===== config.mk =====
export PLATFORM = sky130hd
export DESIGN_NAME = ps2_packet_asm
export DESIGN_NICKNAME = d
export VERILOG_FILES = /design/src/ps2_pkg.sv /design/src/ps2_packet_asm.sv
export SDC_FILE = /design/constraint.sdc
export NUM_CORES = 1
export LEC_CHECK = 0
export BUFFER_PORTS_ARGS = -buffer_cell sky130_fd_sc_hd__buf_2
export CAP_MARGIN = 40
export CORE_ASPECT_RATIO = 1.2
export CORE_MARGIN = 10
export CORE_UTILIZATION = 49
export CTS_CLUSTER_DIAMETER = 50
export DETAILED_ROUTE_END_ITERATION = 16
export GPL_ROUTABILITY_DRIVEN = 0
export PLACE_DENSITY = 0.76
export REMOVE_ABC_BUFFERS = 1
export SETUP_SLACK_MARGIN = 0.1
export SYNTH_ARGS = -nofsm -noshare
export SYNTH_HDL_FRONTEND = slang
export SYNTH_SLANG_ARGS = --single-unit

===== constraint.sdc =====
create_clock -name CLK100_IN -period 2.31 [get_ports CLK100_IN]
set_input_delay 0.231 -clock CLK100_IN [delete_from_list [all_inputs] [get_ports CLK100_IN]]
set_output_delay 0.231 -clock CLK100_IN [all_outputs]
set_load 0.02 [all_outputs]

===== src/ps2_pkg.sv =====
package ps2_pkg;

    // ~~~~~~~~~~~~~~~~~~~~
    // vector types
    // ~~~~~~~~~~~~~~~~~~~~
    typedef logic [7:0] ps2_byte_t;   // one data byte of a PS/2 frame.
    typedef logic [7:0] coord_t;      // unsigned screen coordinate.
    typedef logic [3:0] hex_digit_t;  // value of one display digit.

    // ~~~~~~~~~~~~~~~~~~~~
    // packed structs
    // ~~~~~~~~~~~~~~~~~~~~
    typedef struct packed {
        ps2_byte_t data;
        logic      parity_ok;  // odd parity over data and parity bit held.
    } rx_byte_t;

    typedef struct packed {
        ps2_byte_t status;     // first byte, carries buttons and sign bits.
        ps2_byte_t dx;
        ps2_byte_t dy;
    } mouse_pkt_t;

    typedef struct packed {
        coord_t x;
        coord_t y;
        logic   left;
        logic   right;
    } mouse_pos_t;

    // encoding goes straight to the state LEDs.
    typedef enum logic [2:0] {
        INIT_IDLE    = 3'd0,
        INIT_INHIBIT = 3'd1,
        INIT_REQUEST = 3'd2,
        INIT_SEND    = 3'd3,
        INIT_ACK_BIT = 3'd4,
        INIT_WAIT_FA = 3'd5,
        INIT_STREAM  = 3'd6
    } init_state_e;

    // ~~~~~~~~~~~~~~~~~~~~
    // protocol constants
    // ~~~~~~~~~~~~~~~~~~~~
    localparam ps2_byte_t CMD_ENABLE_STREAM = 8'hF4;
    localparam ps2_byte_t RSP_ACK           = 8'hFA;
    localparam coord_t    POS_RESET         = 8'h80;
    localparam int        FRAME_BITS        = 11;  // start, 8 data, parity, stop.

    // bit positions inside the status byte.
    localparam int STAT_LEFT    = 0;
    localparam int STAT_RIGHT   = 1;
    localparam int STAT_ALWAYS1 = 3;
    localparam int STAT_X_SIGN  = 4;
    localparam int STAT_Y_SIGN  = 5;
    localparam int STAT_X_OVF   = 6;
    localparam int STAT_Y_OVF   = 7;

endpackage


===== src/ps2_packet_asm.sv =====
`timescale 1ns/1ns

module ps2_packet_asm (
    input  logic                CLK100_IN,
    input  logic                rst_n,
    input  logic                init_done,
    input  logic                rx_valid,
    input  ps2_pkg::rx_byte_t   rx_byte,
    output logic                pkt_valid,
    output ps2_pkg::mouse_pkt_t pkt
);

    import ps2_pkg::*;

    logic [1:0] idx_q;       // which packet byte is expected next.
    ps2_byte_t  status_q;
    ps2_byte_t  dx_q;
    logic       accept;

    assign accept = init_done & rx_valid & rx_byte.parity_ok;

    always_ff @(posedge CLK100_IN or negedge rst_n) begin
        if (!rst_n) begin
            idx_q     <= 2'd0;
            pkt_valid <= 1'b0;
        end else begin
            pkt_valid <= 1'b0;
            if (!init_done) begin
                idx_q <= 2'd0;
            end else if (rx_valid && !rx_byte.parity_ok) begin
                idx_q <= 2'd0;                               // a corrupt byte drops the packet.
            end else if (accept) begin
                case (idx_q)
                    2'd0: if (rx_byte.data[STAT_ALWAYS1]) idx_q <= 2'd1;  // resync point.
                    2'd1: idx_q <= 2'd2;
                    default: begin
                        idx_q     <= 2'd0;
                        pkt_valid <= 1'b1;
                    end
                endcase
            end
        end
    end

    always_ff @(posedge CLK100_IN) begin
        if (accept) begin
            case (idx_q)
                2'd0: status_q <= rx_byte.data;
                2'd1: dx_q     <= rx_byte.data;
                default: pkt   <= '{status: status_q, dx: dx_q, dy: rx_byte.data};
            endcase
        end
    end

endmodule


==> results of run 1 <==
[kinds of logic after synthesis]
| kind of cell | synth area share (%) |
|---|---|
| and+or+nand+nor | 4.68 |
| buffers and inverters | 0.275 |
| DFF | 93.6 |
| AOI/OAI and AO/OA | 1.47 |
[flip-flops by register name, indices dropped and copies added, names as in the netlist]
register and count:
idx_q 2, dx_q 8, pkt_valid 1, status_q 8, pkt 24
[routing by layer]
metal	track usage [%]	vias up
li1	-	311
met4	4.23	0
met2	12.5	31
met5	0	-
met1	8.73	288
met3	5.75	4
[worst min-delay path by stage]
stage	endpoint	from	slack, ns
3_5_place_dp	idx_q[1]$_DFFE_PN0P_	rst_n	0.03
5_1_grt	pkt[7]$_DFFE_PP_	rx_byte[8]	0.07
2_1_floorplan	idx_q[0]$_DFFE_PN0P_	rst_n	-0.06
4_1_cts	dx_q[1]$_DFFE_PP_	rx_byte[2]	0.08
6_report	pkt[1]$_DFFE_PP_	rx_byte[2]	0.10
3_3_place_gp	idx_q[1]$_DFFE_PN0P_	rst_n	0.03
[layout make-up]
type	count	area, µm²	share of cell area (%)
sequential	43	1280	76.6
timing repair buffer	40	210	12.6
multi-input combinational	11	86.3	5.18
clock buffer	6	41.3	2.48
tap	33	41.3	2.48
clock inverter	2	7.51	0.450
inverter	1	3.75	0.225
[critical path, stage by stage, from the launching register on]
cell and delay [ns]:
dfrtp_1 0.46, inv_1 0.09, nor2_2 0.45, buf_4 0.31
[report_power, final]
group	switching [mW]	leakage, nW	total (mW)	internal (mW)
Sequential	0.00239	0.403	0.856	0.853
Combinational	0.0152	0.182	0.0274	0.0122
Clock	0.194	0.0273	0.307	0.113
Total	0.211	0.612	1.19	0.978
[synthesized netlist by cell type]
master / instances
o31ai_2: 1
edfxtp_1: 40
inv_1: 1
nand4b_1: 1
nor3b_2: 1
nand3b_1: 1
nand3_2: 1
nor2_1: 2
nand2b_1: 1
dfrtp_1: 3
nand4_1: 1
nor3_1: 1
a21boi_1: 1
[stage by stage]
stage	power (mW)	cell area, µm²	hold WS (ns)
2_1_floorplan	0.880	1360	-0.0646
3_3_place_gp	0.898	1610	0.0309
3_5_place_dp	0.900	1610	0.0306
4_1_cts	1.20	1670	0.0831
5_1_grt	1.25	1670	0.0732
6_report	1.19	1670	0.101
[timing repair]
| action | in CTS | in global routing |
|---|---|---|
| hold buffers | 1 | 0 |
| resized for setup | 0 | 0 |
| endpoints found under the hold margin | 3 | 0 |
==> results.md, run 1 <==
- Status: completed
- RR Endpoint: pkt[11]$_DFFE_PP_
- Final Net Count: 115
- Period Utilization, post-route: 69.5%
- Post-DR vias/cell: 4.66
- TritonCTS sink count: 43
- Final non-filler cell total: 136
- Min-Delay Path Class: primary input to flop
- Most frequent cells in the layout: edfxtp_1, buf_2, clkbuf_4
- Antenna viol nets, final: 0
- Total wire length: 2050 µm
- Area contributors post-synth: edfxtp_1, dfrtp_1, nor3b_2, o31ai_2, nand3_2
- Min Tclk post-route: 1.60 ns
- Crit end category: flop
- Worst Path Arrival: 1.63 ns
- Wirelength per Cell: 15.1 µm
- Ant. Diodes: 0
- TritonCTS clock tree: built
- Drt drc: 0
- Endpoints failing hold: 0
- Insertion delay to the later sink of the worst-skew pair: 0.33 ns
- WL met3: 284 µm
- Placed cells: 127
- Share of cells above drive strength 1: 46.6%
- Critical path startpoint: idx_q[1]$_DFFE_PN0P_
- Synth warn: 0
- Share of the synthesized area in the top cell type: 88.1%
- First-pass iteration count of the detailed router: 4
- Iter 0 DRT Violations: 6
- Total number of vias: 634
- Synth area leader: edfxtp_1
- Post-Syn Area: 1360 µm²
- Critical Path End: pkt[11]$_DFFE_PP_
- Mapped Avg Cell Area: 24.8 µm²
- Post-layout util: 64.0%
- Worst relative slew slack: 55.6%
- Critical path class: flop to flop
- Highest routed layer: met4
- I/O pin cnt: 38
- Num CTS Buffers: 5
- CP max FO: 14
- Max-cap viol count: 0
- Die X: 68.2 µm
- Post-route setup slack: 0.705 ns
- Core area: 2600 µm²
- Max clock buf depth: 2
- GRT Total Usage: 8.41%
- Largest net degree at the start of global routing: 15
- Commonest non-fill, non-tap cell in the layout: edfxtp_1
- Max Clock Freq: 0.623 GHz
- RSZ-0062 raised after global routing: false
- Worst flop-to-flop path startpoint: idx_q[1]$_DFFE_PN0P_
- Vias in the first global route: 661
- Synth-to-layout area growth: 22.2%
- Setup crit start kind: flop
- Antenna violations before repair: 0
- Sequential area share after synthesis: 93.6%
- Port Buffers: 37
- Final setup viols: 0
- CTS Root Cell: clkbuf_4
- WHS Path Cells: 1
- Synthesized instance count: 55
- Crit path required time: 2.34 ns
- Gr ovfl total: 0
- Starting Density: 52.4%
- R2r worst-path depth: 3
- Routed met2 length: 976 µm
- Die ar.: 5300 µm²
- # fillers: 198
- Peak VDD IR: 0.000525 V
- Rows: 20
- Leakage: 0.612 nW
- Synth cell types: 13
- Setup TNS: 0 ns
- Least-Margin Pin Slew: 0.663 ns
- CTS H-tree lvls: 2
- Worst slack, placed: 0.700 ns
- Number of synthesized register bits: 43
- Fin Clk Skew: 0.00889 ns
- Worst R2R Setup Slack: 0.71 ns
- Worst-path clk slew: 0.10 ns
- Setup Fix Bufs, Post-CTS: 0
- Met1 Wirelength: 757 µm
- Slew Limit Fails: 0
- Die height: 77.8 µm
- Pwr dens: 714 nW/µm²
- First-pass GRT wire length: 3240 µm
Note: power is estimated with default switching activity, not from simulation.
==> run 2, diff against run 1 <==
--- a/config.mk
+++ b/config.mk
@@ -9,11 +9,11 @@
 export CAP_MARGIN = 40
 export CORE_ASPECT_RATIO = 1.2
 export CORE_MARGIN = 10
-export CORE_UTILIZATION = 49
+export CORE_UTILIZATION = 45
 export CTS_CLUSTER_DIAMETER = 50
 export DETAILED_ROUTE_END_ITERATION = 16
 export GPL_ROUTABILITY_DRIVEN = 0
-export PLACE_DENSITY = 0.76
+export PLACE_DENSITY = 0.73
 export REMOVE_ABC_BUFFERS = 1
 export SETUP_SLACK_MARGIN = 0.1
 export SYNTH_ARGS = -nofsm -noshare
==> constraint.sdc (replaced) <==
create_clock -name CLK100_IN -period 1.3 [get_ports CLK100_IN]
set_input_delay 0.13 -clock CLK100_IN [delete_from_list [all_inputs] [get_ports CLK100_IN]]
set_output_delay 0.13 -clock CLK100_IN [all_outputs]
set_load 0.02 [all_outputs]
==> run 2 against run 1 <==
Net effect:
- critical path depth is 1 lower
- combinational power grew to 2.6 times the previous value
- die area is 6.4% higher
- sequential share of layout area is 5.5 points lower
- clock power is 87% higher
- wire length is 15% higher
- cell count is 9.6% higher
- worst hold slack worse by 0.028 ns
- clock skew is 0.0018 ns lower
- first-iteration DRC count grew to 4.0 times the previous value
- count of clock-buffer cells in the layout is 2 higher
- critical path type unchanged
- critical endpoint is now dx_q[4]$_DFFE_PP_
- largest cell class unchanged
- highest routed layer unchanged
==> results.md, run 2 (same netlist as run 1, synthesis figures left out) <==
- Sw frac: 18.2%
- Final non-filler cell total: 149
- Max Clock Freq: 0.885 GHz
- Status: completed
- First-pass GRT wire length: 3710 µm
- Clock Power Share: 26.5%
- Pwr dens: 1210 nW/µm²
- Die height: 80.3 µm
- Crit end category: flop
- Post-route setup slack: 0.170 ns
- Port Buffers: 37
- GRT Total Usage: 8.59%
- Hold Startpoint: init_done
- Setup crit start kind: flop
- I/O pin cnt: 38
- Global Route met3 Usage: 6.27%
- Endpoints failing hold: 0
- Insertion delay to the later sink of the worst-skew pair: 0.33 ns
- Synth-to-layout area growth: 31.7%
- Leakage: 0.667 nW
- Worst slack, placed: 0.0830 ns
- TritonCTS sink count: 43
- CP max FO: 8
- Drt drc: 0
- WHS Path Cells: 2
- Flop pwr share: 70.2%
- Antenna violations before repair: 0
- Worst flop-to-flop path startpoint: idx_q[1]$_DFFE_PN0P_
- Num CTS Buffers: 5
- Final Net Count: 127
- Placed cells: 130
- Final setup viols: 0
- Max reg flops: 24
- Setup TNS: 0 ns
- Max clock buf depth: 2
- Wirelength per Cell: 15.8 µm
- Total number of vias: 704
- P_sw: 0.395 mW
- Dpl cell area: 1640 µm²
- Hold EP: idx_q[1]$_DFFE_PN0P_
- Met2 Use GR: 13.6%
- P_int: 1.77 mW
- Min-Delay Path Class: primary input to flop
- Worst relative slew slack: 88.9%
- Multi-input logic area: 91.3 µm²
- Fin Clk Skew: 0.00712 ns
- Share of cells above drive strength 1: 46.1%
- GRT busiest layer: met2
- Met1 GRT Util: 8.45%
- Gr ovfl total: 0
- R2r worst-path depth: 2
- RSZ-0062 raised after global routing: false
- Die ar.: 5640 µm²
- Post-DR vias/cell: 4.72
- CTS H-tree lvls: 2
- Slew Limit Fails: 0
- Commonest non-fill, non-tap cell in the layout: edfxtp_1
- Final Instance Area: 1800 µm²
- TritonCTS clock tree: built
- Largest net degree at the start of global routing: 22
- Rows: 21
- Least-Margin Pin Slew: 0.165 ns
- Die X: 70.3 µm
- CTS Root Cell: clkbuf_4
- First-pass iteration count of the detailed router: 4
- Combinational power share: 3.3%
- Sequential Area: 1280 µm²
- Core area: 2840 µm²
- Total wire length: 2360 µm
- Crit path required time: 1.34 ns
- Worst Path Arrival: 1.17 ns
- Worst-path clk slew: 0.10 ns
- Worst R2R Setup Slack: 0.17 ns
- Period Utilization, post-route: 86.9%
- Post-DP HPWL: 1770 µm
- Min Tclk post-route: 1.13 ns
- Peak VDD IR: 0.000871 V
- Ant. Diodes: 0
- Vias in the first global route: 763
- Starting Density: 48.1%
- Iter 0 DRT Violations: 24
- Most frequent cells in the layout: edfxtp_1, buf_2, dlygate4sd3_1
- RR Endpoint: dx_q[4]$_DFFE_PP_
- Top flop regs: pkt (24), dx_q (8), status_q (8)
- Max-cap viol count: 0
- Critical path class: flop to flop
- # fillers: 211
- Top reg by flops: pkt
- Antenna viol nets, final: 0
- Power, Total: 2.17 mW
run 2: cell count changes in the layout (fill, tap and decap cells not counted):
cell           before  now
dlygate4sd3_1       1    9
clkbuf_1            1    3
buf_12              0    1
dfrtp_1             3    2
clkinv_1            2    0
nor2_2              1    0
buf_4               2    5
nor2_4              0    1
dfrtp_2             0    1
run 2: how the worst max path moves through the flow:
| stage | from | end | slack, ns |
|---|---|---|---|
| global placement | idx_q[1]$_DFFE_PN0P_ | pkt[6]$_DFFE_PP_ | 0.14 |
| finish | idx_q[1]$_DFFE_PN0P_ | dx_q[4]$_DFFE_PP_ | 0.17 |
| global route | idx_q[1]$_DFFE_PN0P_ | status_q[6]$_DFFE_PP_ | 0.11 |
| detailed placement | idx_q[1]$_DFFE_PN0P_ | pkt[1]$_DFFE_PP_ | 0.08 |
| CTS | idx_q[1]$_DFFE_PN0P_ | pkt[14]$_DFFE_PP_ | 0.12 |
| floorplan | idx_q[1]$_DFFE_PN0P_ | pkt[0]$_DFFE_PP_ | -0.63 |
run 2: per-stage QoR:
step	hold WS, ns	util, %
finish	0.0731	63.3
global route	0.0476	63.3
CTS	0.00983	61.9
detailed placement	-0.0699	57.7
global placement	-0.0751	57.7
floorplan	-0.166	-
run 2: what timing repair did:
item | in CTS | in global routing
endpoints found under the hold margin | 21 | 6
pin swaps | 0 | 0
gates resized for setup | 1 | 1
setup endpoints to repair | 21 | 29
hold buffers | 7 | 2
buffers inserted | 0 | 2
run 2: worst max-delay path, cell delays in order, from the launching register on:
cell     delay (ns)
dfrtp_2        0.45
nor3b_2        0.19
buf_4          0.20
run 2: per-layer routing:
| layer | up-vias | share of wire [%] | wire length [µm] |
|---|---|---|---|
| met4 | 0 | 0.47 | 11 |
| met5 | - | 0 | 0 |
| met3 | 2 | 12 | 272 |
| met2 | 31 | 51 | 1200 |
| met1 | 333 | 37 | 874 |
| li1 | 338 | - | - |
run 2: final cells by class:
class / instances / share of cell area [%]
multi-input cells: 11 / 5.08
flip-flops and latches: 43 / 71.1
clock buffers: 8 / 2.72
inverters: 1 / 0.209
repair buffers: 52 / 18.5
well taps: 34 / 2.37
run 2: power by group through the flow:
stage / registers [mW] / logic, mW / clock network (mW)
after floorplan: 1.55 / 0.0104 / 0
after global placement: 1.55 / 0.0452 / 0
after detailed placement: 1.55 / 0.0487 / 0
after CTS: 1.52 / 0.0650 / 0.598
after global routing: 1.52 / 0.0788 / 0.673
final: 1.52 / 0.0721 / 0.574
==> run 3, diff against run 2 <==
--- a/config.mk
+++ b/config.mk
@@ -5,6 +5,7 @@
 export SDC_FILE = /design/constraint.sdc
 export NUM_CORES = 1
 export LEC_CHECK = 0
+export ABC_AREA = 1
 export BUFFER_PORTS_ARGS = -buffer_cell sky130_fd_sc_hd__buf_2
 export CAP_MARGIN = 40
 export CORE_ASPECT_RATIO = 1.2
==> run 3 against run 2 <==
Net effect:
- die area grew 0.47%
- largest cell class unchanged
- global-route usage increased by 0.060 points
- cell count is 6.0% higher
- utilization shrank 0.23 points
- clock power fell by 2%
- wire length shrank 2.6%
- highest routed layer unchanged
- worst hold slack worse by 0.058 ns
- flip-flop and latch count is the same
==> results.md, run 3 <==
- Total number of vias: 729
- Commonest non-fill, non-tap cell in the layout: edfxtp_1
- Final Net Count: 136
- Post-synth EDFFs: 40
- Vias in the first global route: 808
- GRT Total Usage: 8.65%
- Number of synthesized register bits: 43
- TritonCTS sink count: 43
- TritonCTS clock tree: built
- Critical path startpoint: idx_q[1]$_DFFE_PN0P_
- Most frequent cells in the layout: edfxtp_1, buf_2, nand2_1, dlygate4sd3_1, clkbuf_4
- Min Tclk post-route: 1.17 ns
- Port Buffers: 37
- First-pass GRT wire length: 3800 µm
- Worst-path clk slew: 0.11 ns
- Synth warn: 0
- Final setup viols: 0
- Rows: 21
- Wirelength per Cell: 14.5 µm
- Dpl cell area: 1650 µm²
- Period Utilization, post-route: 90.3%
- Synth area leader: edfxtp_1
- Setup crit start kind: flop
- Die X: 70.4 µm
- Most numerous cell in the Yosys netlist: edfxtp_1
- Insertion delay to the later sink of the worst-skew pair: 0.34 ns
- Max reg flops: 24
- Max-cap viol count: 0
- Worst flop-to-flop path startpoint: idx_q[1]$_DFFE_PN0P_
- Die height: 80.5 µm
- RSZ-0062 raised after global routing: true
- Top cells by count, synth: edfxtp_1, nand2_1, nor2_1, inv_1
- Post-Syn Area: 1370 µm²
- Synth cell types: 8
- Top flop regs: pkt (24), dx_q (8), status_q (8)
- Final Instance Area: 1810 µm²
- Num CTS Buffers: 5
- Starting Density: 47.9%
- Drt drc: 0
- # fillers: 213
- Endpoints failing hold: 0
- CP max FO: 8
- Max clock buf depth: 2
- Min-Delay Path Class: primary input to flop
- Crit end category: flop
- Die ar.: 5670 µm²
- CTS Root Cell: clkbuf_4
- Total wire length: 2300 µm
- CTS H-tree lvls: 2
- Most used DFF post-synth: edfxtp_1
- Max Clock Freq: 0.852 GHz
- Area contributors post-synth: edfxtp_1, dfrtp_1, nand2_1, nor2_1, nand3_1
- Share of cells above drive strength 1: 41.1%
- Crit path required time: 1.36 ns
- Ant. Diodes: 0
- Iter 0 DRT Violations: 15
- Fin Clk Skew: 0.00853 ns
- Leakage: 0.706 nW
- Synth-to-layout area growth: 31.6%
- Worst relative slew slack: 83.1%
- Slew Limit Fails: 0
- Core area: 2860 µm²
- Share of synthesized registers carrying an async set or reset: 6.98%
- Mapped Avg Cell Area: 20.8 µm²
- Gr ovfl total: 0
- Worst Path Arrival: 1.23 ns
- Least-Margin Pin Slew: 0.252 ns
- Antenna violations before repair: 0
- Pwr dens: 1230 nW/µm²
- Setup Fix Bufs, Post-CTS: 0
- Post-DP HPWL: 1720 µm
- Synthesized instance count: 66
- Top reg by flops: pkt
- Post-layout util: 63.1%
- Post-DR vias/cell: 4.61
- Status: completed
- Peak VDD IR: 0.000966 V
- Critical path class: flop to flop
- I/O pin cnt: 38
- Largest net degree at the start of global routing: 17
- Share of the synthesized area in the top cell type: 87.5%
- First-pass iteration count of the detailed router: 2
- Antenna viol nets, final: 0
- Hold Startpoint: rx_byte[4]
- Sequential area share after synthesis: 93.0%
==> run 3: final cells by class <==
| class | count | area (µm²) | share of cell area (%) |
|---|---|---|---|
| inverters | 4 | 20.0 | 1.11 |
| clock buffers | 6 | 41.3 | 2.29 |
| repair buffers | 50 | 323 | 17.9 |
| multi-input cells | 19 | 96.3 | 5.33 |
| clock inverters | 2 | 7.51 | 0.416 |
| well taps | 34 | 42.5 | 2.35 |
| flip-flops and latches | 43 | 1280 | 70.6 |
==> run 3: report_power, final <==
group / internal, mW / leakage, nW / switching [mW]
Sequential: 1.53 / 0.402 / 0.0104
Combinational: 0.0527 / 0.277 / 0.0580
Clock: 0.200 / 0.0273 / 0.361
Total: 1.79 / 0.706 / 0.429
==> run 3: metrics by stage <==
| step | TNS (ns) | hold slack, ns | power [mW] | worst slack [ns] | std cells |
|---|---|---|---|---|---|
| 2_1_floorplan | -14.81 | -0.166 | 1.61 | -0.576 | 66 |
| 3_3_place_gp | 0 | -0.0753 | 1.65 | 0.0490 | 142 |
| 6_report | 0 | 0.0152 | 2.22 | 0.127 | 158 |
| 4_1_cts | 0 | 0.00108 | 2.24 | 0.106 | 158 |
| 5_1_grt | 0 | 0.00198 | 2.31 | 0.0619 | 158 |
| 3_5_place_dp | -0.0392 | -0.0735 | 1.66 | -0.00502 | 142 |
==> run 3: critical path, stage by stage (launching register included) <==
cell,delay [ns]
dfrtp_1,0.40
inv_1,0.08
nand2_1,0.06
or2_4,0.27
inv_6,0.09
==> run 3: timing repair <==
item | CTS | global route
hold endpoints to repair | 24 | 0
pin swaps | 0 | 0
resized for setup | 4 | 4
hold buffers | 8 | 0
setup endpoints to repair | 16 | 32
==> run 3: cell families after synthesis <==
family	Yosys count	synth area share, %
simple gates	19	5.92
flops	43	93.0
buf+inv	4	1.09
==> run 3: final timing paths <==
kind | cells after the start | slack [ns] | to
hold reg to reg | 0 | 0.43 | pkt[10]$_DFFE_PP_
max in group asynchronous | 2 | 1.10 | idx_q[1]$_DFFE_PN0P_
setup / recovery | 4 | 0.13 | dx_q[7]$_DFFE_PP_
setup reg to reg | 4 | 0.13 | dx_q[7]$_DFFE_PP_
hold / removal | 1 | 0.02 | pkt[3]$_DFFE_PP_
min in group asynchronous | 2 | 0.10 | idx_q[0]$_DFFE_PN0P_
==> run 3: layer usage <==
metal / GRT usage, % / vias to the layer above / wire (µm)
met3: 5.41 / 4 / 253
met2: 13.9 / 30 / 1100
li1: - / 357 / -
met4: 4.15 / 0 / 51
met1: 8.62 / 338 / 890
met5: 0 / - / 0
