<file path="src/ps2_pkg.sv">
package ps2_pkg;

    // ~~~~~~~~~~~~~~~~~~~~
    // vector types
    // ~~~~~~~~~~~~~~~~~~~~
    typedef logic [7:0] ps2_byte_t;   // one data byte of a PS/2 frame.
    typedef logic [7:0] coord_t;      // unsigned screen coordinate.
    typedef logic [3:0] hex_digit_t;  // value of one display digit.

    // ~~~~~~~~~~~~~~~~~~~~
    // packed structs
    // ~~~~~~~~~~~~~~~~~~~~
    typedef struct packed {
        ps2_byte_t data;
        logic      parity_ok;  // odd parity over data and parity bit held.
    } rx_byte_t;

    typedef struct packed {
        ps2_byte_t status;     // first byte, carries buttons and sign bits.
        ps2_byte_t dx;
        ps2_byte_t dy;
    } mouse_pkt_t;

    typedef struct packed {
        coord_t x;
        coord_t y;
        logic   left;
        logic   right;
    } mouse_pos_t;

    // encoding goes straight to the state LEDs.
    typedef enum logic [2:0] {
        INIT_IDLE    = 3'd0,
        INIT_INHIBIT = 3'd1,
        INIT_REQUEST = 3'd2,
        INIT_SEND    = 3'd3,
        INIT_ACK_BIT = 3'd4,
        INIT_WAIT_FA = 3'd5,
        INIT_STREAM  = 3'd6
    } init_state_e;

    // ~~~~~~~~~~~~~~~~~~~~
    // protocol constants
    // ~~~~~~~~~~~~~~~~~~~~
    localparam ps2_byte_t CMD_ENABLE_STREAM = 8'hF4;
    localparam ps2_byte_t RSP_ACK           = 8'hFA;
    localparam coord_t    POS_RESET         = 8'h80;
    localparam int        FRAME_BITS        = 11;  // start, 8 data, parity, stop.

    // bit positions inside the status byte.
    localparam int STAT_LEFT    = 0;
    localparam int STAT_RIGHT   = 1;
    localparam int STAT_ALWAYS1 = 3;
    localparam int STAT_X_SIGN  = 4;
    localparam int STAT_Y_SIGN  = 5;
    localparam int STAT_X_OVF   = 6;
    localparam int STAT_Y_OVF   = 7;

endpackage

</file>
<file path="src/seg7_control.sv">
`timescale 1ns/1ns

module seg7_control #(
    parameter int REFRESH_CYCLES = 100000
) (
    input  logic                CLK100_IN,
    input  logic                rst_n,
    input  ps2_pkg::mouse_pos_t pos,
    output logic [3:0]          seg_select,
    output logic [7:0]          seg_hex
);

    import ps2_pkg::*;

    localparam int REF_W = $clog2(REFRESH_CYCLES + 1);

    logic [REF_W-1:0] refresh_cnt_q;
    logic [1:0]       digit_q;       // digit being lit, counts down from 3.
    hex_digit_t       nibble;
    logic [6:0]       segs_n;        // g..a, active low.

    always_ff @(posedge CLK100_IN or negedge rst_n) begin
        if (!rst_n) begin
            refresh_cnt_q <= '0;
            digit_q       <= 2'd3;
        end else if (refresh_cnt_q == REF_W'(REFRESH_CYCLES - 1)) begin
            refresh_cnt_q <= '0;
            digit_q       <= digit_q - 2'd1;  // wraps from 0 back to 3.
        end else begin
            refresh_cnt_q <= refresh_cnt_q + 1'b1;
        end
    end

    // ~~~~~~~~~~~~~~~~~~~~
    // digit mux and decode
    // ~~~~~~~~~~~~~~~~~~~~
    always_comb begin
        case (digit_q)
            2'd3:    nibble = pos.x[7:4];
            2'd2:    nibble = pos.x[3:0];
            2'd1:    nibble = pos.y[7:4];
            default: nibble = pos.y[3:0];
        endcase
    end

    always_comb begin
        case (nibble)
            4'h0:    segs_n = 7'b1000000;
            4'h1:    segs_n = 7'b1111001;
            4'h2:    segs_n = 7'b0100100;
            4'h3:    segs_n = 7'b0110000;
            4'h4:    segs_n = 7'b0011001;
            4'h5:    segs_n = 7'b0010010;
            4'h6:    segs_n = 7'b0000010;
            4'h7:    segs_n = 7'b1111000;
            4'h8:    segs_n = 7'b0000000;
            4'h9:    segs_n = 7'b0010000;
            4'hA:    segs_n = 7'b0001000;
            4'hB:    segs_n = 7'b0000011;
            4'hC:    segs_n = 7'b1000110;
            4'hD:    segs_n = 7'b0100001;
            4'hE:    segs_n = 7'b0000110;
            default: segs_n = 7'b0001110;
        endcase
    end

    assign seg_select = ~(4'b0001 << digit_q);  // exactly one anode low.
    assign seg_hex    = {1'b1, segs_n};          // decimal point stays dark.

endmodule

</file>
<file path="config.mk">
export PLATFORM = sky130hd
export DESIGN_NAME = seg7_control
export DESIGN_NICKNAME = d
export VERILOG_FILES = /design/src/ps2_pkg.sv /design/src/seg7_control.sv
export SDC_FILE = /design/constraint.sdc
export NUM_CORES = 1
export LEC_CHECK = 0
export BUFFER_PORTS_ARGS = -buffer_cell sky130_fd_sc_hd__clkbuf_2
export CAP_MARGIN = 10
export CORE_AREA = 2 2 51 53
export DETAILED_ROUTE_END_ITERATION = 6
export DIE_AREA = 0 0 53 55
export PLACE_DENSITY = 0.83
export SETUP_SLACK_MARGIN = 0.02
export SLEW_MARGIN = 20
export SYNTH_ARGS = -nofsm -noshare
export SYNTH_HDL_FRONTEND = slang
export SYNTH_SLANG_ARGS = --single-unit
</file>
<file path="constraint.sdc">
create_clock -name CLK100_IN -period 5.68 [get_ports CLK100_IN]
set_input_delay 1.136 -clock CLK100_IN [delete_from_list [all_inputs] [get_ports CLK100_IN]]
set_output_delay 1.136 -clock CLK100_IN [all_outputs]
set_load 0.05 [all_outputs]
</file>
==> impl_metrics.json, run 1 <==
{
  "status": "completed",
  "synth_cell_types": 35,
  "final_net_count": 197,
  "grt_remaining_overflow": 0,
  "synth_area_leaders": "dfrtp_1 32%, ha_1 11%, mux2i_1 9.2%, xor2_1 6.0%, dfstp_2 4.0%",
  "fin_ws_ns": 1.44,
  "ys_top_cells_by_count": "17 x dfrtp_1, 14 x inv_1, 12 x ha_1, 12 x mux2i_1",
  "max-cap-violations": 0,
  "initial_core_util_pct": 55.5,
  "drt_iter0_markers": 44,
  "dp.final_hpwl_microns": 2040,
  "diodes": 0,
  "cp-end-kind": "output pin",
  "place.gp.congestion": 0.810,
  "worstSetupPathType": "in -> out",
  "ant_nets": 0,
  "totalWireLength_microns": 2610,
  "antenna_found_initial": 0,
  "clockBufferDepth": 2,
  "arrival_ns": 3.10,
  "stdcell_area_sq_mm": 0.00150,
  "timing.hold.ws_ns": 0.497,
  "hold_violations": 0,
  "clkLatencyLatePin_ns": 0.29,
  "syn_avg_cell_area_sq_um": 9.72,
  "hp-class": "reg -> reg",
  "dieArea_sq_mm": 0.00292,
  "grt_pass1_vias": 1114,
  "grt_max_degree": 20,
  "relSlewSlack_pct": 46.7,
  "rsz0062_at_grt": "false",
  "period_needed_ns": 4.24,
  "io-pin-count": 32,
  "clock-root-buffer": "clkbuf_4",
  "cts_made_buffers": 3,
  "yosysMostFrequentCell": "dfrtp_1",
  "slew_violations": 0,
  "reg2reg_slack_ns": 3.95,
  "dr.pass1.iters": 5,
  "cp.required_ns": 4.54,
  "crit_family": "buffers and inverters",
  "fmax_mhz": 236,
  "period_share_pct": 74.6,
  "wl_per_cell_microns": 13.4,
  "crit_path_start_kind": "input port",
  "die_h_microns": 55,
  "seq_area_frac_synth_pct": 36.4,
  "grt_pass1_wl_microns": 4570,
  "finalSetupViolCount": 0,
  "synth_ff_type": "dfrtp_1",
  "core.rowCount": 18,
  "power_density_mw_per_mm2": 165,
  "layout.cells.non_filler": 194,
  "crit_buf_inv": 3,
  "cpMostUsedCell": "clkbuf_2",
  "postCtsSetupRepairBufs": 0,
  "max_stage_delay_ns": 0.46,
  "pre_cts_ws_ns": 1.44,
  "fp.coreArea_sq_mm": 0.00236,
  "ys_async_sr_fraction_pct": 100,
  "placedCellCount": 190,
  "grt_usage_pct": 21.3,
  "crit_fanout": 5,
  "drc": 0,
  "vias": 1112,
  "synth_nets": 167,
  "netlist.top_cell.by_area": "dfrtp_1",
  "synth_edf_count": 0,
  "postCtsHoldBufs": 0,
  "worst_pin_slew_ns": 0.784,
  "synthesis.area_sq_mm": 0.00131,
  "layout-drive-gt1-share_pct": 25.0,
  "clk_pin_slew_ns": 0.09,
  "finClkSkew_ns": 0.00463,
  "viasPerCell": 5.73,
  "postSynthCellCount": 135,
  "slowest_stage": "or3_2",
  "cts_resized": 0,
  "area_growth_pct": 14.1,
  "setup_tns_ns": 0,
  "yosys.area.top_type_share_pct": 32.4,
  "cts_tree": "yes",
  "cts.htree.levels": 1,
  "placed_cell_area_sq_mm": 0.00147,
  "cts.sinks": 19,
  "synth_warnings": 0,
  "crit_chain": "clkbuf_2 > a22oi_1 > nand2_1 > mux2i_1 > inv_1 > ha_1 > or3_2 > o21ai_0 > clkbuf_2",
  "synth-seq-cells": 19,
  "place.port_buffers": 28,
  "p_leak_nw": 0.752,
  "die_x_microns": 53,
  "peakVddDrop_uv": 162
}
[state kept, by name, summed over array words and instances, names as in the netlist]
register	flops
digit_q	2
refresh_cnt_q	17
[cells in the final DEF (no fill, tap or decap)]
cell | Yosys | layout
inv_1 | 14 | 14
a22oi_1 | 1 | 1
a21oi_1 | 1 | 1
xor2_1 | 9 | 9
o21ai_0 | 2 | 2
a222oi_1 | 3 | 3
conb_1 | 1 | 1
clkbuf_1 | 1 | 1
clkbuf_2 | 0 | 28
dfstp_2 | 2 | 2
nand3_1 | 7 | 7
o22ai_1 | 4 | 4
and4b_1 | 1 | 1
nor3_1 | 2 | 2
a221o_1 | 1 | 1
dfrtp_1 | 17 | 17
mux2i_1 | 12 | 11
clkbuf_4 | 0 | 3
nand2_1 | 10 | 10
nor2b_1 | 1 | 1
ha_1 | 12 | 12
or2_4 | 1 | 1
or4_1 | 1 | 1
o31ai_1 | 1 | 1
nor2_2 | 1 | 1
or3_2 | 1 | 1
and4_4 | 1 | 1
and3_2 | 1 | 1
nand4_1 | 3 | 3
xnor2_1 | 6 | 6
or3_1 | 1 | 1
nor2_1 | 10 | 10
and4_1 | 2 | 2
mux2_2 | 2 | 2
mux2i_2 | 0 | 1
nor4b_1 | 1 | 1
[logic make-up after synthesis]
kind of cell | after synthesis | synth area share (%)
other | 1 | 0.286
multiplexers | 14 | 10.9
adder cells (fa/ha/maj) | 12 | 11.4
flip-flops | 19 | 36.4
AND/OR/NAND/NOR | 44 | 18.0
buffers and inverters | 17 | 5.72
AO/OA/AOI/OAI | 13 | 7.24
XOR/XNOR | 15 | 10.0
[where the power goes]
part	switching [W]	internal, W	leakage (nW)
combinational	0.0000333	0.0000153	0.493
clock	0.0000365	0.0000273	0.0150
sequential	0	0.000135	0.244
[layer usage]
| metal | vias up | wire length (microns) | track usage, % |
|---|---|---|---|
| li1 | 526 | - | - |
| met1 | 546 | 1030 | 22.2 |
| met2 | 34 | 1440 | 42.5 |
| met3 | 6 | 99 | 4.03 |
| met4 | 0 | 38 | 7.69 |
| met5 | - | 0 | 0 |
[path summary, 6_finish.rpt]
| check | startpoint | depth (start not counted) | endpoint |
|---|---|---|---|
| worst max register to register | refresh_cnt_q[0] | 5 | digit_q[1] |
| max in group asynchronous | rst_n | 1 | digit_q[0] |
| worst min register to register | refresh_cnt_q[0] | 1 | refresh_cnt_q[0] |
| min in group asynchronous | rst_n | 1 | refresh_cnt_q[13] |
| worst min-delay path | refresh_cnt_q[0] | 1 | refresh_cnt_q[0] |
| worst max-delay path | pos[15] | 9 | seg_hex[4] |
[through the flow]
stage          power, W  utilization (%)
2_1_floorplan  0.000172                -
3_3_place_gp   0.000185             62.1
3_5_place_dp   0.000187             62.1
4_1_cts        0.000250             63.2
5_1_grt        0.000263             63.3
6_report       0.000248             63.3
[area by class of cell]
class	count	area (sq um)
Timing Repair Buffer	28	140
Tap cell	30	37.5
Multi-Input combinational cell	99	763
Clock buffer	4	26.3
Sequential cell	19	478
Inverter	14	52.6
Fill cell	222	867
(Power assumes the default switching activity.)
==> run 2: changes to the inputs <==
--- a/config.mk
+++ b/config.mk
@@ -7,10 +7,10 @@
 export LEC_CHECK = 0
 export BUFFER_PORTS_ARGS = -buffer_cell sky130_fd_sc_hd__clkbuf_2
 export CAP_MARGIN = 10
-export CORE_AREA = 2 2 51 53
+export CORE_AREA = 2 2 56 58
 export DETAILED_ROUTE_END_ITERATION = 6
-export DIE_AREA = 0 0 53 55
-export PLACE_DENSITY = 0.83
+export DIE_AREA = 0 0 58 60
+export PLACE_DENSITY = 0.73
 export SETUP_SLACK_MARGIN = 0.02
 export SLEW_MARGIN = 20
 export SYNTH_ARGS = -nofsm -noshare
==> constraint.sdc (replaced) <==
create_clock -name CLK100_IN -period 3.6 [get_ports CLK100_IN]
set_input_delay 0.72 -clock CLK100_IN [delete_from_list [all_inputs] [get_ports CLK100_IN]]
set_output_delay 0.72 -clock CLK100_IN [all_outputs]
set_load 0.05 [all_outputs]
==> run 2 against run 1 <==
  * Clock skew decreased by 0.0012 ns
  * Global-route usage decreased by 6.0 points
  * Worst setup slack got worse by 1.2 ns
  * Via count decreased by 5.3%
  * Clock power increased by 68%
  * Sequential share of layout area decreased by 0.70 points
  * Hold slack got worse by 0.16 ns
  * Final cell count increased by 2.6%
  * Largest power group unchanged
  * Sequential power increased by 58%
  * Final area increased by 2.3%
  * Core utilization decreased by 11 points
  * Non-clock buffer count increased by 2
==> impl_metrics.json, run 2 (synthesis gave the netlist of run 1 again) <==
{
  "grt_pass1_vias": 1007,
  "cts_tree": "yes",
  "finClkSkew_ns": 0.00343,
  "worst_pin_slew_ns": 0.477,
  "final_net_count": 199,
  "die_x_microns": 58,
  "p_sw_w": 0.000116,
  "cp-end-kind": "output pin",
  "hp-class": "in -> async",
  "diodes": 0,
  "dp.final_hpwl_microns": 1870,
  "clkLatencyLatePin_ns": 0.30,
  "cts_made_buffers": 3,
  "layout.cells.non_filler": 199,
  "reg2reg_slack_ns": 1.93,
  "layout_common_cells": "26 x clkbuf_2, 17 x dfrtp_1, 14 x inv_1",
  "combPwrFrac_pct": 19.8,
  "clockBufferDepth": 2,
  "place.gp.congestion": 0.852,
  "p_seq_share_pct": 53.5,
  "grt_usage_pct": 15.4,
  "peakVddDrop_uv": 170,
  "power_density_mw_per_mm2": 261,
  "n_fill_cell": 273,
  "grt_pass1_wl_microns": 4080,
  "relSlewSlack_pct": 67.5,
  "crit_path_start_kind": "flop",
  "dr.pass1.iters": 4,
  "clk_pin_slew_ns": 0.10,
  "hold_violations": 0,
  "fp.coreArea_sq_mm": 0.00290,
  "regMostFlops": "refresh_cnt_q",
  "r2r_start": "refresh_cnt_q[0]",
  "period_share_pct": 94.5,
  "reg2reg_to": "digit_q[1]",
  "swShare_pct": 29.0,
  "drc": 0,
  "initial_core_util_pct": 45.2,
  "final-seq-area_sq_um": 478,
  "multi_input_area_sq_um": 776,
  "viasPerCell": 5.29,
  "crit_chain": "inv_1 > ha_1 > a222oi_1 > mux2_4 > inv_1 > ha_1 > and3_2 > a221o_1 > buf_2",
  "setup_tns_ns": 0,
  "totalWireLength_microns": 2380,
  "slew_violations": 0,
  "p_leak_nw": 0.769,
  "status": "completed",
  "rsz0062_at_grt": "true",
  "worstSetupPathType": "reg -> out",
  "crit_end": "seg_hex[0]",
  "max-cap-violations": 0,
  "cts.htree.levels": 1,
  "layout-drive-gt1-share_pct": 25.9,
  "max_stage_delay_ns": 0.56,
  "clock-root-buffer": "clkbuf_4",
  "largest_reg_flops": 17,
  "placedCellCount": 194,
  "reg_top3": "refresh_cnt_q (17), digit_q (2)",
  "grt_remaining_overflow": 0,
  "area_growth_pct": 16.7,
  "crit_path_start": "digit_q[0]",
  "cts.sinks": 19,
  "slowest_stage": "dfstp_2",
  "dieArea_sq_mm": 0.00348,
  "finalSetupViolCount": 0,
  "core.rowCount": 20,
  "ant_nets": 0,
  "place.port_buffers": 28,
  "power_frac_clock_pct": 26.7,
  "fmax_mhz": 294,
  "drt_iter0_markers": 45,
  "io-pin-count": 32,
  "arrival_ns": 2.68,
  "die_h_microns": 60,
  "wl_per_cell_microns": 12.0,
  "p_total_w": 0.000399,
  "grt_max_degree": 20,
  "postCtsHoldBufs": 0,
  "vias": 1053,
  "final_common_cell": "clkbuf_2",
  "cp.required_ns": 2.88,
  "crit_fanout": 5,
  "reg2reg_depth": 5,
  "internal_power_w": 0.000283,
  "antenna_found_initial": 0,
  "period_needed_ns": 3.40
}
## run 2: area by class of cell
type | count | area share (%)
well taps | 33 | 2.70
inverters | 14 | 3.43
clock buffers | 4 | 1.72
multi-input cells | 99 | 50.7
flip-flops and latches | 19 | 31.2
repair buffers | 30 | 10.3
## run 2: power groups by stage
| stage | Sequential [W] | Combinational (W) | Clock, W |
|---|---|---|---|
| 3_3_place_gp | 0.000217 | 0.0000747 | 0 |
| 3_5_place_dp | 0.000217 | 0.0000772 | 0 |
| 5_1_grt | 0.000213 | 0.0000858 | 0.000120 |
| 4_1_cts | 0.000213 | 0.0000775 | 0.000113 |
| 2_1_floorplan | 0.000218 | 0.0000543 | 0 |
| 6_report | 0.000213 | 0.0000791 | 0.000107 |
## run 2: how the worst min path moves through the flow
stage          slack [ns]                end  cells after the start              from
6_report             0.34  refresh_cnt_q[15]                      1             rst_n
5_1_grt              0.37  refresh_cnt_q[14]                      1             rst_n
4_1_cts              0.35  refresh_cnt_q[14]                      1             rst_n
3_5_place_dp         0.48   refresh_cnt_q[0]                      1  refresh_cnt_q[0]
3_3_place_gp         0.47   refresh_cnt_q[0]                      1  refresh_cnt_q[0]
2_1_floorplan        0.42   refresh_cnt_q[0]                      0             rst_n
## run 2: layer usage
layer | vias up | track usage, % | routed length, microns
met5 | - | 0 | 0
met4 | 0 | 9.97 | 59
met3 | 5 | 1.30 | 76
met2 | 20 | 27.4 | 1230
met1 | 494 | 17.6 | 1020
li1 | 534 | - | -
## run 2: stage by stage
step | hold slack [ns] | worst slack (ns) | util [%] | area, sq um
2_1_floorplan | 0.424 | 0.0904 | - | 1310
3_3_place_gp | 0.473 | 0.397 | 50.9 | 1480
3_5_place_dp | 0.477 | 0.313 | 50.9 | 1480
4_1_cts | 0.350 | 0.0841 | 52.0 | 1510
5_1_grt | 0.374 | 0.0164 | 52.8 | 1530
6_report | 0.339 | 0.199 | 52.8 | 1530
## run 2: critical path, delay by kind of cell (launching register included)
kind                     cells  cell delay (ns)
AO/OA/AOI/OAI                2             0.53
adder cells (fa/ha/maj)      2             0.50
buffers and inverters        3             0.38
flip-flops                   1             0.56
multiplexers                 1             0.23
AND/OR/NAND/NOR              1             0.18
## run 2: what timing repair did
| item | in CTS | in global routing |
|---|---|---|
| endpoints found under the setup margin | 3 | 5 |
| resized for setup | 1 | 6 |
| buffers inserted | 0 | 1 |
==> run 3: changes to the inputs <==
--- a/config.mk
+++ b/config.mk
@@ -5,12 +5,13 @@
 export SDC_FILE = /design/constraint.sdc
 export NUM_CORES = 1
 export LEC_CHECK = 0
+export ABC_AREA = 1
 export BUFFER_PORTS_ARGS = -buffer_cell sky130_fd_sc_hd__clkbuf_2
 export CAP_MARGIN = 10
-export CORE_AREA = 2 2 56 58
+export CORE_AREA = 2 2 58 60
 export DETAILED_ROUTE_END_ITERATION = 6
-export DIE_AREA = 0 0 58 60
-export PLACE_DENSITY = 0.73
+export DIE_AREA = 0 0 60 62
+export PLACE_DENSITY = 0.74
 export SETUP_SLACK_MARGIN = 0.02
 export SLEW_MARGIN = 20
 export SYNTH_ARGS = -nofsm -noshare
==> run 3 against run 2 <==
  * Global-route usage grew 0.46 points
  * Wire length grew 7.1%
  * Non-clock buffer count shrank 2
  * Critical path type unchanged
==> impl_metrics.json, run 3 <==
{
  "status": "completed",
  "synth_nets": 247,
  "ys_top_cells_by_count": "66 x nand2_1, 33 x inv_1, 24 x nor2_1",
  "drt_iter0_markers": 120,
  "largest_reg_flops": 17,
  "worstSetupPathType": "reg -> out",
  "slew_violations": 0,
  "grt_remaining_overflow": 0,
  "cts_tree": "yes",
  "hold_violations": 0,
  "die_h_microns": 62,
  "initial_core_util_pct": 46.4,
  "layout-drive-gt1-share_pct": 20.8,
  "period_share_pct": 90.0,
  "synth_area_leaders": "dfrtp_1 29%, nand2_1 17%, ha_1 10%, inv_1 8.4%, nand3_1 7.1%",
  "place.port_buffers": 28,
  "synth_edf_count": 0,
  "synth-seq-cells": 19,
  "totalWireLength_microns": 2550,
  "clk_pin_slew_ns": 0.11,
  "ys_async_sr_fraction_pct": 100,
  "crit_path_start_kind": "flop",
  "postCtsSetupRepairBufs": 0,
  "clock-root-buffer": "clkbuf_4",
  "fmax_mhz": 309,
  "p_leak_nw": 0.932,
  "grt_max_degree": 20,
  "seq_area_frac_synth_pct": 32.4,
  "final_common_cell": "nand2_1",
  "setup_tns_ns": 0,
  "cp.required_ns": 2.88,
  "period_needed_ns": 3.24,
  "n_fill_cell": 325,
  "power_density_mw_per_mm2": 238,
  "cp-end-kind": "output pin",
  "hp-class": "in -> async",
  "p_total_w": 0.000402,
  "io-pin-count": 32,
  "postSynthCellCount": 215,
  "cts_resized": 0,
  "dr_wl_met3_microns": 135,
  "max-cap-violations": 0,
  "grt_usage_pct": 15.8,
  "syn_avg_cell_area_sq_um": 6.87,
  "wl_met2_microns": 1120,
  "grt_pass1_vias": 1124,
  "synth_warnings": 0,
  "cts.htree.levels": 1,
  "rsz0062_at_grt": "false",
  "die_x_microns": 60,
  "synth_ff_type": "dfrtp_1",
  "grt_pass1_wl_microns": 4490,
  "core.rowCount": 21,
  "drc": 0,
  "slowest_stage": "dfstp_2",
  "layout_common_cells": "66 x nand2_1, 33 x inv_1, 28 x clkbuf_2",
  "fp.coreArea_sq_mm": 0.00318,
  "reg_top3": "refresh_cnt_q (17), digit_q (2)",
  "crit_chain": "inv_1 > ha_1 > nand2_1 > nand2_1 > o21ai_2 > inv_1 > ha_1 > nand3_1 > nand2_1 > nand2_1 > nand2_1 > clkbuf_2",
  "peakVddDrop_uv": 214,
  "finalSetupViolCount": 0,
  "dp.final_hpwl_microns": 2090,
  "placed_cell_area_sq_mm": 0.00166,
  "max_stage_delay_ns": 0.57,
  "ant_nets": 0,
  "dieArea_sq_mm": 0.00372,
  "postCtsHoldBufs": 0,
  "crit_buf_inv": 3,
  "viasPerCell": 4.46,
  "crit_fanout": 6,
  "synthesis.area_sq_mm": 0.00148,
  "yosys.area.top_type_share_pct": 28.8,
  "yosysMostFrequentCell": "nand2_1",
  "antenna_found_initial": 0,
  "vias": 1299,
  "place.gp.congestion": 0.851,
  "area_growth_pct": 14.4,
  "netlist.top_cell.by_area": "dfrtp_1",
  "final_net_count": 278,
  "crit_family": "flip-flops",
  "arrival_ns": 2.52,
  "synth_cell_types": 26,
  "regMostFlops": "refresh_cnt_q",
  "cpMostUsedCell": "nand2_1",
  "cts.sinks": 19,
  "clkLatencyLatePin_ns": 0.31,
  "cts_made_buffers": 3,
  "diodes": 0,
  "final-seq-area_sq_um": 478,
  "dr.pass1.iters": 4,
  "finClkSkew_ns": 0.00216,
  "multi_input_area_sq_um": 843,
  "wl_per_cell_microns": 8.76,
  "stdcell_area_sq_mm": 0.00169,
  "wirelength_met1_microns": 1240,
  "highest_layer": "met4",
  "clockBufferDepth": 2,
  "timing.hold.ws_ns": 0.331
}
-- run 3: cell types whose count changed after synthesis, moves of 3 or more --
cell,previous run,this run
inv_1,14,33
nand2_2,0,4
xor2_1,9,6
nand3_1,7,21
inv_2,0,3
o21ai_1,0,3
a222oi_1,3,0
mux2i_1,12,0
xnor2_1,6,2
nor2_1,10,24
o22ai_1,4,0
nand2_1,10,66
nor2_4,0,3
-- run 3: final cells by class --
class,count,area share (%)
Inverter,37,8.30
Clock buffer,3,1.33
Timing Repair Buffer,28,8.30
Sequential cell,19,28.3
Clock inverter,1,0.444
Multi-Input combinational cell,157,49.9
Tap cell,46,3.41
-- run 3: final timing paths --
path                             startpoint                to  slack, ns  depth (start not counted)
max reg2reg                refresh_cnt_q[0]  refresh_cnt_q[7]       2.21                          8
max in group asynchronous             rst_n        digit_q[1]       2.93                          1
max                              digit_q[0]        seg_hex[6]       0.36                         12
min in group CLK100_IN     refresh_cnt_q[0]  refresh_cnt_q[0]       0.47                          1
min reg2reg                refresh_cnt_q[0]  refresh_cnt_q[0]       0.47                          1
min                                   rst_n  refresh_cnt_q[0]       0.33                          1
-- run 3: layer usage --
metal | GRT usage (%) | vias up
met2 | 27.5 | 43
met5 | 0 | -
met3 | 1.24 | 5
met1 | 20.0 | 544
li1 | - | 707
met4 | 7.62 | 0
-- run 3: per-stage QoR --
stage / worst slack, ns / instances / utilization (%)
finish: 0.359 / 291 / 53.1
global route: 0.0803 / 291 / 53.1
CTS: 0.174 / 291 / 53.0
detailed placement: 0.546 / 287 / 52.1
global placement: 0.550 / 287 / 52.1
floorplan: 0.643 / 215 / -
-- run 3: power by group --
| group | leakage, nW | internal (W) | switching [W] | total [W] |
|---|---|---|---|---|
| clock network | 0.0139 | 0.0000425 | 0.0000713 | 0.000114 |
| logic | 0.674 | 0.0000218 | 0.0000534 | 0.0000751 |
| registers | 0.244 | 0.000213 | 0 | 0.000213 |
-- run 3: logic make-up (layout without fill, tap and decap cells) --
family	count (synthesis)	in the layout	share of synthesized area, %
buffers and inverters	39	69	10.8
other	1	1	0.254
and+or+nand+nor	125	125	36.9
xor gates and xnor gates	8	8	4.75
DFF	19	19	32.4
AOI/OAI and AO/OA	11	11	4.83
adders and majority gates	12	12	10.2
